`src/rtl/vga_pkg.sv`:
```
package vga_pkg;

	// Byte address on the AXI read bus
	typedef logic [31:0] addr_t;

	// RGBA word, red in the top byte, alpha in the bottom byte
	typedef logic [31:0] pixel_t;

	// One DAC colour channel
	typedef logic [7:0] colour_t;

	// AXI burst length field, beats minus one
	typedef logic [7:0] burst_len_t;

	// Pixel index within one frame, up to 640*480
	typedef logic [18:0] pixel_count_t;

	// Pixel FIFO occupancy, 0 to depth inclusive
	typedef logic [7:0] fifo_count_t;

	// Horizontal timing, in pixel slots
	localparam int H_VISIBLE = 640;
	localparam int H_FRONT = 16;
	localparam int H_SYNC = 96;
	localparam int H_BACK = 48;
	localparam int H_TOTAL = H_VISIBLE + H_FRONT + H_SYNC + H_BACK;

	// Vertical timing, in lines
	localparam int V_VISIBLE = 480;
	localparam int V_FRONT = 10;
	localparam int V_SYNC = 2;
	localparam int V_BACK = 33;
	localparam int V_TOTAL = V_VISIBLE + V_FRONT + V_SYNC + V_BACK;

	localparam int TOTAL_PIXELS = H_VISIBLE * V_VISIBLE;

	// Fixed read bursts of 32-bit pixels
	localparam int BURST_LENGTH = 64;
	localparam int BURST_BYTES = BURST_LENGTH * 4;

	// FIFO holds two bursts; below the threshold a whole burst fits
	localparam int PIXEL_FIFO_DEPTH = 128;
	localparam int REFILL_THRESHOLD = PIXEL_FIFO_DEPTH - BURST_LENGTH - 1;

	localparam addr_t DEFAULT_FB_BASE = 32'h1000_0000;

endpackage
```
`src/rtl/vga_controller.sv`:
```
`timescale 1ns/1ps

module vga_controller import vga_pkg::*;
(
	input  logic       clk,
	input  logic       reset,
	input  logic       fb_base_update_en,
	input  addr_t      fb_new_base,
	input  logic       arready,
	input  logic       rvalid,
	input  pixel_t     rdata,
	output logic       arvalid,
	output addr_t      araddr,
	output burst_len_t arlen,
	output logic       frame_toggle,
	output colour_t    vga_r,
	output colour_t    vga_g,
	output colour_t    vga_b,
	output logic       vga_clk,
	output logic       vga_blank_n,
	output logic       vga_hs,
	output logic       vga_vs
);

	logic pixel_enable;
	logic in_visible_region;
	logic new_frame;
	logic fifo_pop;
	logic fifo_empty;
	logic fifo_almost_empty;
	pixel_t pop_data;

	// Memory side, fills the FIFO a burst at a time
	vga_frame_fetch fetch_i (
		.clk               (clk),
		.reset             (reset),
		.fb_base_update_en (fb_base_update_en),
		.fb_new_base       (fb_new_base),
		.new_frame         (new_frame),
		.fifo_almost_empty (fifo_almost_empty),
		.arready           (arready),
		.rvalid            (rvalid),
		.frame_toggle      (frame_toggle),
		.arvalid           (arvalid),
		.araddr            (araddr),
		.arlen             (arlen)
	);

	// Flushed at each frame start, which also recovers from an underrun
	pixel_fifo fifo_i (
		.clk          (clk),
		.reset        (reset),
		.flush        (new_frame),
		.push         (rvalid),
		.push_data    (rdata),
		.pop          (fifo_pop),
		.pop_data     (pop_data),
		.empty        (fifo_empty),
		.almost_empty (fifo_almost_empty)
	);

	vga_timing_generator timing_i (
		.clk               (clk),
		.reset             (reset),
		.pixel_enable      (pixel_enable),
		.in_visible_region (in_visible_region),
		.new_frame         (new_frame),
		.hsync             (vga_hs),
		.vsync             (vga_vs)
	);

	// One pixel consumed per visible slot
	assign fifo_pop = pixel_enable && in_visible_region;

	// Alpha byte is not sent to the DAC
	assign vga_r = pop_data[31:24];
	assign vga_g = pop_data[23:16];
	assign vga_b = pop_data[15:8];

	// Clock enable doubles as the DAC clock
	assign vga_clk = pixel_enable;
	assign vga_blank_n = in_visible_region;

endmodule

```
`src/rtl/vga_timing_generator.sv`:
```
`timescale 1ns/1ps

module vga_timing_generator import vga_pkg::*;
(
	input  logic clk,
	input  logic reset,
	output logic pixel_enable,
	output logic in_visible_region,
	output logic new_frame,
	output logic hsync,
	output logic vsync
);

	// Slot within line, visible area first, then front porch, sync, back porch
	logic [9:0] h_count;

	// Line within frame, same ordering as the horizontal counter
	logic [9:0] v_count;

	logic h_visible;
	logic v_visible;

	always_ff @(posedge clk, posedge reset)
	begin
		if (reset)
		begin
			pixel_enable <= 1'b0;
			h_count <= '0;
			// Start at the top of vertical blanking so the first slot opens a frame
			v_count <= 10'(V_VISIBLE);
		end
		else
		begin
			// One pixel slot every second clock
			pixel_enable <= !pixel_enable;
			if (pixel_enable)
			begin
				if (h_count == 10'(H_TOTAL - 1))
				begin
					h_count <= '0;
					if (v_count == 10'(V_TOTAL - 1))
						v_count <= '0;
					else
						v_count <= v_count + 10'd1;
				end
				else
					h_count <= h_count + 10'd1;
			end
		end
	end

	assign h_visible = h_count < 10'(H_VISIBLE);
	assign v_visible = v_count < 10'(V_VISIBLE);
	assign in_visible_region = h_visible && v_visible;

	// Syncs are active low
	assign hsync = !(h_count >= 10'(H_VISIBLE + H_FRONT)
		&& h_count < 10'(H_VISIBLE + H_FRONT + H_SYNC));
	assign vsync = !(v_count >= 10'(V_VISIBLE + V_FRONT)
		&& v_count < 10'(V_VISIBLE + V_FRONT + V_SYNC));

	// First slot of the first front porch line, start of vertical blanking
	assign new_frame = pixel_enable && h_count == '0 && v_count == 10'(V_VISIBLE);

endmodule

```
`src/rtl/pixel_fifo.sv`:
```
`timescale 1ns/1ps

module pixel_fifo import vga_pkg::*;
(
	input  logic   clk,
	input  logic   reset,
	input  logic   flush,
	input  logic   push,
	input  pixel_t push_data,
	input  logic   pop,
	output pixel_t pop_data,
	output logic   empty,
	output logic   almost_empty
);

	pixel_t mem [PIXEL_FIFO_DEPTH];

	logic [6:0] wr_ptr;
	logic [6:0] rd_ptr;
	fifo_count_t count;
	fifo_count_t count_next;
	logic do_push;
	logic do_pop;

	// Push on full or pop on empty is dropped
	assign do_push = push && count != fifo_count_t'(PIXEL_FIFO_DEPTH);
	assign do_pop = pop && count != '0;

	always_comb
	begin
		count_next = count;
		if (flush)
			count_next = '0;
		else if (do_push && !do_pop)
			count_next = count + fifo_count_t'(1);
		else if (do_pop && !do_push)
			count_next = count - fifo_count_t'(1);
	end

	always_ff @(posedge clk, posedge reset)
	begin
		if (reset)
		begin
			wr_ptr <= '0;
			rd_ptr <= '0;
			count <= '0;
			almost_empty <= 1'b1;
		end
		else
		begin
			count <= count_next;
			// Registered so the fetch engine sees a clean level
			almost_empty <= count_next <= fifo_count_t'(REFILL_THRESHOLD);
			if (flush)
			begin
				wr_ptr <= '0;
				rd_ptr <= '0;
			end
			else
			begin
				if (do_push)
					wr_ptr <= wr_ptr + 7'd1;
				if (do_pop)
					rd_ptr <= rd_ptr + 7'd1;
			end
		end
	end

	// Storage only, no reset
	always_ff @(posedge clk)
	begin
		if (do_push && !flush)
			mem[wr_ptr] <= push_data;
	end

	// Head of queue, held while empty
	assign pop_data = mem[rd_ptr];
	assign empty = count == '0;

endmodule

```
`src/rtl/vga_frame_fetch.sv`:
```
`timescale 1ns/1ps

module vga_frame_fetch import vga_pkg::*;
(
	input  logic       clk,
	input  logic       reset,
	input  logic       fb_base_update_en,
	input  addr_t      fb_new_base,
	input  logic       new_frame,
	input  logic       fifo_almost_empty,
	input  logic       arready,
	input  logic       rvalid,
	output logic       frame_toggle,
	output logic       arvalid,
	output addr_t      araddr,
	output burst_len_t arlen
);

	typedef enum logic [1:0] {
		STATE_WAIT_FRAME,
		STATE_WAIT_ROOM,
		STATE_ISSUE_ADDR,
		STATE_BURST
	} fetch_state_t;

	fetch_state_t state;

	// Base used for the next frame, software may rewrite it at any time
	addr_t fb_base;

	// Address of the burst being requested or received
	addr_t fetch_addr;

	// Beats received in the current burst
	burst_len_t beat_count;

	// First pixel index of the current burst
	pixel_count_t pixel_count;

	logic last_beat;
	logic last_burst;

	// Final beat of a burst arrives
	assign last_beat = rvalid && beat_count == burst_len_t'(BURST_LENGTH - 1);

	// Current burst covers the tail of the frame
	assign last_burst = pixel_count == pixel_count_t'(TOTAL_PIXELS - BURST_LENGTH);

	// Base register, a new value is picked up at the next frame start
	always_ff @(posedge clk, posedge reset)
	begin
		if (reset)
			fb_base <= DEFAULT_FB_BASE;
		else if (fb_base_update_en)
			fb_base <= fb_new_base;
	end

	always_ff @(posedge clk, posedge reset)
	begin
		if (reset)
		begin
			state <= STATE_WAIT_FRAME;
			fetch_addr <= DEFAULT_FB_BASE;
			beat_count <= '0;
			pixel_count <= '0;
			frame_toggle <= 1'b0;
		end
		else
		begin
			unique case (state)
				STATE_WAIT_FRAME:
				begin
					// FIFO is flushed by the same pulse, so room is guaranteed
					if (new_frame)
					begin
						state <= STATE_ISSUE_ADDR;
						fetch_addr <= fb_base;
						pixel_count <= '0;
						frame_toggle <= !frame_toggle;
					end
				end

				STATE_WAIT_ROOM:
				begin
					if (fifo_almost_empty)
						state <= STATE_ISSUE_ADDR;
				end

				STATE_ISSUE_ADDR:
				begin
					// Address phase completes on arready
					if (arready)
					begin
						state <= STATE_BURST;
						beat_count <= '0;
					end
				end

				STATE_BURST:
				begin
					// Data is always accepted, gaps in rvalid stretch the burst
					if (last_beat)
					begin
						beat_count <= '0;
						if (last_burst)
							state <= STATE_WAIT_FRAME;
						else
						begin
							fetch_addr <= fetch_addr + addr_t'(BURST_BYTES);
							pixel_count <= pixel_count + pixel_count_t'(BURST_LENGTH);
							if (fifo_almost_empty)
								state <= STATE_ISSUE_ADDR;
							else
								state <= STATE_WAIT_ROOM;
						end
					end
					else if (rvalid)
						beat_count <= beat_count + burst_len_t'(1);
				end

				default:
					state <= STATE_WAIT_FRAME;
			endcase
		end
	end

	// Request held with a stable address until accepted
	assign arvalid = state == STATE_ISSUE_ADDR;
	assign araddr = fetch_addr;
	assign arlen = burst_len_t'(BURST_LENGTH - 1);

endmodule

```
`config.mk`:
```
export PLATFORM = sky130hd
export DESIGN_NAME = vga_controller
export DESIGN_NICKNAME = d
export VERILOG_FILES = /design/src/rtl/vga_pkg.sv /design/src/rtl/vga_controller.sv /design/src/rtl/vga_timing_generator.sv /design/src/rtl/pixel_fifo.sv /design/src/rtl/vga_frame_fetch.sv
export SDC_FILE = /design/constraint.sdc
export NUM_CORES = 2
export LEC_CHECK = 0
export ABC_AREA = 1
export BUFFER_PORTS_ARGS = -buffer_cell sky130_fd_sc_hd__buf_2
export CAP_MARGIN = 40
export CORE_AREA = 4 4 448 781
export CTS_BUF_LIST = sky130_fd_sc_hd__clkbuf_8
export DETAILED_ROUTE_END_ITERATION = 8
export DIE_AREA = 0 0 452 785
export PLACE_DENSITY = 0.56
export SLEW_MARGIN = 10
export SYNTH_ARGS = -nofsm -noshare
export SYNTH_HDL_FRONTEND = slang
export SYNTH_SLANG_ARGS = --single-unit
```
`constraint.sdc`:
```
create_clock -name clk -period 8.7 [get_ports clk]
set_input_delay 2.175 -clock clk [delete_from_list [all_inputs] [get_ports clk]]
set_output_delay 2.175 -clock clk [all_outputs]
set_load 0.02 [all_outputs]
```
---- Yosys cells after proc, flatten, opt, wreduce, memory -nomap -nowiden ----
Memories as Yosys holds them, arrays and structs flattened.
Cells that the tools add are included.
word-level totals
  register bits after elaboration ......... 138
  memory bits (writable) .................. 4096
  input port bits ......................... 69
  logic and storage cells ................. 106
  memories kept ........................... 1
memory list
  memory      depth  width  read ports  clocked after Yosys merged registers in  wr ports  RTL line          text
  fifo_i.mem  128    32     1           0                                        1         pixel_fifo.sv:16  pixel_t mem [PIXEL_FIFO_DEPTH];
cells by class
  add/sub/neg operators ................... 9
  magnitude comparators ................... 7
  equal/unequal tests ..................... 15
  muxes and demuxes ....................... 30
  reductions and logical operators ........ 31
operators by type and width
  kind                                                                     count
  32-bit two-way mux                                                       3
  32-bit case mux with 2 select lines                                      1
  19-bit two-way mux                                                       3
  8-bit two-way mux                                                        6
  19-bit case mux with 2 select lines                                      1
  32-bit by 9-bit adder with 32-bit output (second input constant)         1
  7-bit two-way mux                                                        4
  10-bit by 1-bit adder with 10-bit output (second input constant)         2
  10-bit equality test (second input constant)                             2
  10-bit < comparator (second input constant)                              2
  10-bit by 9-bit < comparator with 1-bit output (second input constant)   2
  10-bit two-way mux                                                       2
  19-bit by 7-bit adder with 19-bit output (second input constant)         1
  19-bit equality test (second input constant)                             1
  8-bit by 1-bit adder with 8-bit output (second input constant)           2
  8-bit case mux with 2 select lines                                       1
  7-bit by 1-bit adder with 7-bit output (second input constant)           2
  1-bit logical AND                                                        12
  2-bit two-way mux                                                        6
  10-bit by 9-bit equality test with 1-bit output (second input constant)  1
  10-bit >= comparator (second input constant)                             1
  10-bit by 9-bit >= comparator with 1-bit output (second input constant)  1
  10-bit zero test                                                         1
  8-bit by 6-bit equality test with 1-bit output (second input constant)   1
  other kinds (17)                                                         33

---- Longest topological paths before layout ----
  depth after elaboration ................. 9
  gate-level depth with buffers ........... 18

---- By module ----
A second synthesis with hierarchy kept.
second synthesis, totals
  cells, all modules ...................... 17207
  area total of the unflattened synthesis .. 180320.4 µm²
by module, submodules not included
  module                instances  cells each  area an instance (µm²)
  pixel_fifo            1          16375       174163.3
  vga_frame_fetch       1          642         4792.1
  vga_timing_generator  1          188         1357.6
  vga_controller        1          2           7.5

---- Worst setup path after synthesis ----
No wires, ideal clock.
  path type ............................... input port to flip-flop
  start ................................... input rvalid
  end ..................................... memory fifo_i.mem[100][10] (netlist name) (enable)
  library setup time ...................... 0.405 ns
  data arrival time ....................... 4.159 ns
  path slack .............................. 4.136 ns
  stages on the path ...................... 7
  path buffers ............................ 2
  cells stage by stage .................... nand2_1 inv_2 nand3_1 or2_2 clkbuf_1 buf_2 nor2_1
between the ends
  cells in the longest elaborated chain, start to end .. 4
RTL lines
  item                                     RTL line              text
  start: declaration                       vga_controller.sv:10  input logic rvalid,
  1-bit logical AND                        pixel_fifo.sv:26      assign do_push = push && count != fifo_count_t'(PIXEL_FIFO_DEPTH);
  1-bit logical AND                        pixel_fifo.sv:72      if (do_push && !flush)
  1-bit two-way mux                        pixel_fifo.sv:72
  1-bit two-way mux (not written as such)  pixel_fifo.sv:73      mem[wr_ptr] <= push_data;
  end: declaration                         pixel_fifo.sv:16
Every way passes these cells.

---- Worst setup path in the final report ----
  start ................................... register fifo_i.rd_ptr[0]
  end ..................................... output vga_b[3]
between the ends
  cells in the longest elaborated chain, start to end .. 1
RTL lines
  item                      RTL line              text
  start: declaration        pixel_fifo.sv:19      logic [6:0] rd_ptr;
  start signal: assignment  pixel_fifo.sv:64      rd_ptr <= rd_ptr + 7'd1;
  memory read 128 x 32 bit  -
  end: declaration          vga_controller.sv:18  output colour_t vga_b,
Every way passes these cells.

==> summary.md <==
| Metric | Value |
|---|---|
| Outcome | `complete, no violations` |
| Overflow after GRT | `0` |
| Fmax | `128 MHz` |
| Synth top area share | `67.4%` |
| Count of pins over their slew limit | `0` |
| Synth area leaders | `edfxtp_1, nand2_1, nand3_1, nor2_1, inv_1` |
| Power Density | `305 nW/um2` |
| Sw Ratio | `42.2%` |
| Critical path capture point type | `output port` |
| Met1 wire length | `157 mm` |
| Comb power frac | `38.4%` |
| Met3 wire len | `25.2 mm` |
| Worst-Margin Slew | `1.05 ns` |
| Setup violators final | `0` |
| Post-CTS setup buffers | `0` |
| Later-pin clock latency in the skew report | `1.13 ns` |
| Min Clock Period, post-route | `7.78 ns` |
| H-tree depth | `5` |
| DR top layer | `met5` |
| Post-CTS Hold Buffers | `0` |
| Area leader, netlist | `edfxtp_1` |
| Worst EP required | `6.53 ns` |
| Hold Crit Class | `flop to flop` |
| Clock power frac | `24.1%` |
| DR iter-0 viols | `7,796` |
| Internal | `0.0269 W` |
| Area Overhead vs Synth | `11.3%` |
| Number of cell rows | `285` |
| Mapped Cells | `13,200` |
| Pre-antenna DRT Iters | `8` |
| Synthesized area | `137,000 um2` |
| P_leak | `61.0 nW` |
| Antenna viol nets, final | `0` |
| Switching pwr | `0.0196 W` |
| Post-CTS resize count | `0` |
| Fraction of registers with async set/reset | `4.12%` |
| Unrepaired setup endpoints after global routing | `false` |
| Port Buffers | `122` |
| Final hold violations | `0` |
| DRC viols | `0` |
| Initial antenna violation count | `17` |
| Predominant post-synthesis flop cell | `edfxtp_1` |
| Gr usage total | `23.4%` |
| Wire length per cell | `23.1 um` |
| Largest net degree at the start of global routing | `158` |
| Die area | `355,000 um2` |
| Die H | `785 um` |
| Worst-path maximum fanout | `98` |
| WL met2 | `209 mm` |
| Number of synthesized flops with an enable pin | `3,072` |
| Via count | `93,100` |
| DRT Wirelength | `425 mm` |
| CTS tree | `done` |
| Global-route wire length before repair | `607 mm` |
| Die X | `452 um` |
| Clk Tree Root Cell | `clkbuf_8` |
| Final Skew | `0.109 ns` |
| Vias per inst | `5.07` |
| Startpoint types | `flop` |
| Pre-CTS setup slack | `2.08 ns` |
| Synth Warn # | `0` |
| Vias in the first global route | `88,400` |
| Post-Syn Area per Cell | `10.4 um2` |
| Initial Utilization | `39.8%` |
| Final period util | `89.5%` |
| Sequential Power Share | `37.5%` |
| Clk sinks | `3,204` |
| Worst relative slew slack | `29.8%` |
| Nets | `13,500` |
| CTS Buf Count | `460` |
| Final setup TNS | `0 ns` |
| Routability congestion estimate | `0.906` |
| Crit path DAT | `5.61 ns` |
| Core Box Area | `344,000 um2` |
| #FFs+latches synth | `3,204` |
| Ports | `139` |
| Seq/Total Area, Yosys | `69.8%` |
| Clk slew on worst S/H paths | `0.06 ns` |
| Max VDD drop | `0.000338 V` |
| Crit Path Class | `flop to output port` |
| CTS Buffer Depth | `4` |
| Worst setup margin | `0.917 ns` |
| Hpwl dp | `249 mm` |
| Share of cells above drive strength 1 | `8.31%` |
| Post-synth cell types | `40` |
| Max Cap Viol | `0` |
-- critical path: stages, from the launching register on --
cell and delay (ns):
dfrtp_4 0.77, inv_8 0.51, buf_16 0.36, buf_12 0.34, nand2_1 0.11, nand2_1 0.08, nand2_1 0.04, nand3_1 0.11
nand3_1 0.19, nand2_1 0.33, nand2_1 0.08, nor2_1 0.46, nor2_1 0.23, nor2_1 0.42, buf_2 0.26
-- metal layers --
layer | up-vias | global-route usage [%]
met2 | 3085 | 40.1
met4 | 12 | 16.2
met3 | 902 | 3.23
li1 | 43700 | -
met5 | - | 0
met1 | 45500 | 27.1
-- power groups by stage --
stage | sequential (W) | combinational, W | clock (W)
after floorplan | 0.0176 | 0.0104 | 0
after global placement | 0.0178 | 0.0177 | 0
after detailed placement | 0.0178 | 0.0178 | 0
after CTS | 0.0174 | 0.0178 | 0.0114
after global routing | 0.0174 | 0.0192 | 0.0121
final | 0.0174 | 0.0179 | 0.0112
-- placed cells by master, fill, tap and decap left out, drive strengths merged, types with 2 or more instances in the layout --
cell | Yosys | layout
nand2 | 4081 | 4081
edfxtp | 3072 | 3072
nor2 | 1614 | 1614
inv | 1392 | 1560
nand3 | 1291 | 1291
o21ai | 684 | 684
clkbuf | 340 | 470
buf | 351 | 423
clkinv | 2 | 179
dfrtp | 125 | 125
a21oi | 68 | 68
nor3 | 34 | 34
xor2 | 28 | 28
nand4 | 22 | 22
ha | 17 | 17
diode | 0 | 14
o211ai | 13 | 13
bufinv | 0 | 13
or2 | 12 | 12
and3 | 8 | 8
conb | 2 | 8
dfstp | 7 | 7
nand3b | 6 | 6
nor4 | 6 | 6
mux2 | 4 | 4
xnor2 | 3 | 3
nor3b | 3 | 3
clkinvlp | 0 | 3
a211oi | 2 | 2
-- path summary, 6_finish.rpt --
| kind | start | endpoint | slack [ns] | cells past startpoint |
|---|---|---|---|---|
| max | fifo_i.rd_ptr[0]$_DFFE_PP0P_ | vga_b[3] | 0.92 | 14 |
| min | fetch_i.frame_toggle$_DFFE_PP0P_ | fetch_i.frame_toggle$_DFFE_PP0P_ | 0.47 | 1 |
| max reg2reg | fifo_i.count[0]$_DFF_PP0_ | fifo_i.mem[119][19]$_DFFE_PP_ | 4.60 | 11 |
| min reg2reg | fetch_i.frame_toggle$_DFFE_PP0P_ | fetch_i.frame_toggle$_DFFE_PP0P_ | 0.47 | 1 |
| max in group asynchronous | reset | fetch_i.araddr[28]$_DFFE_PP1P_ | 6.31 | 4 |
| min in group asynchronous | reset | timing_i.v_count[0]$_DFFE_PP0P_ | 1.18 | 2 |
-- registers in the layout, indices dropped and copies added, names as in the netlist, 8 cells and up --
signal and count:
fifo_i.mem 3072, fetch_i.araddr 32, fetch_i.fb_base 32, fetch_i.pixel_count 13
timing_i.h_count 10, timing_i.v_count 10, fetch_i.beat_count 8, fifo_i.count 8
-- final cells by class --
class | instances | area, um2
Multi-Input combinational cell | 7908 | 33300
Fill cell | 32300 | 191000
Timing Repair Buffer | 423 | 4100
Inverter | 1394 | 5270
Tap cell | 4592 | 5750
Antenna cell | 14 | 35.0
Sequential cell | 3204 | 95600
Clock inverter | 361 | 1880
Clock buffer | 470 | 6470
-- Yosys cell counts, drive strengths merged (8+ instances only) --
cell type	instances
nand3	1291
buf	351
clkbuf	340
edfxtp	3072
a21oi	68
xor2	28
o211ai	13
or2	12
nor2	1614
nand2	4081
o21ai	684
inv	1392
ha	17
nand4	22
nor3	34
dfrtp	125
and3	8
-- per-stage QoR --
stage                     cells  hold slack [ns]  instance area, um2  total power, W  util (%)
after floorplan           13200            0.459              137000          0.0280         -
after global placement    17500            0.454              143000          0.0354      41.6
after detailed placement  17500            0.459              144000          0.0356      41.9
after CTS                 18300            0.477              152000          0.0467      44.3
after global routing      18400            0.506              152000          0.0487      44.3
final                     18400            0.475              152000          0.0465      44.3
-- kinds of logic after synthesis --
logic type / synth area share, %
multiplexers: 0.0329
flip-flops: 69.8
buffers and inverters: 6.18
AND/OR/NAND/NOR: 20.8
XOR/XNOR: 0.198
other: 0.00549
AO/OA/AOI/OAI: 2.86
adder cells (fa/ha/maj): 0.155
(Power assumes the default switching activity.)
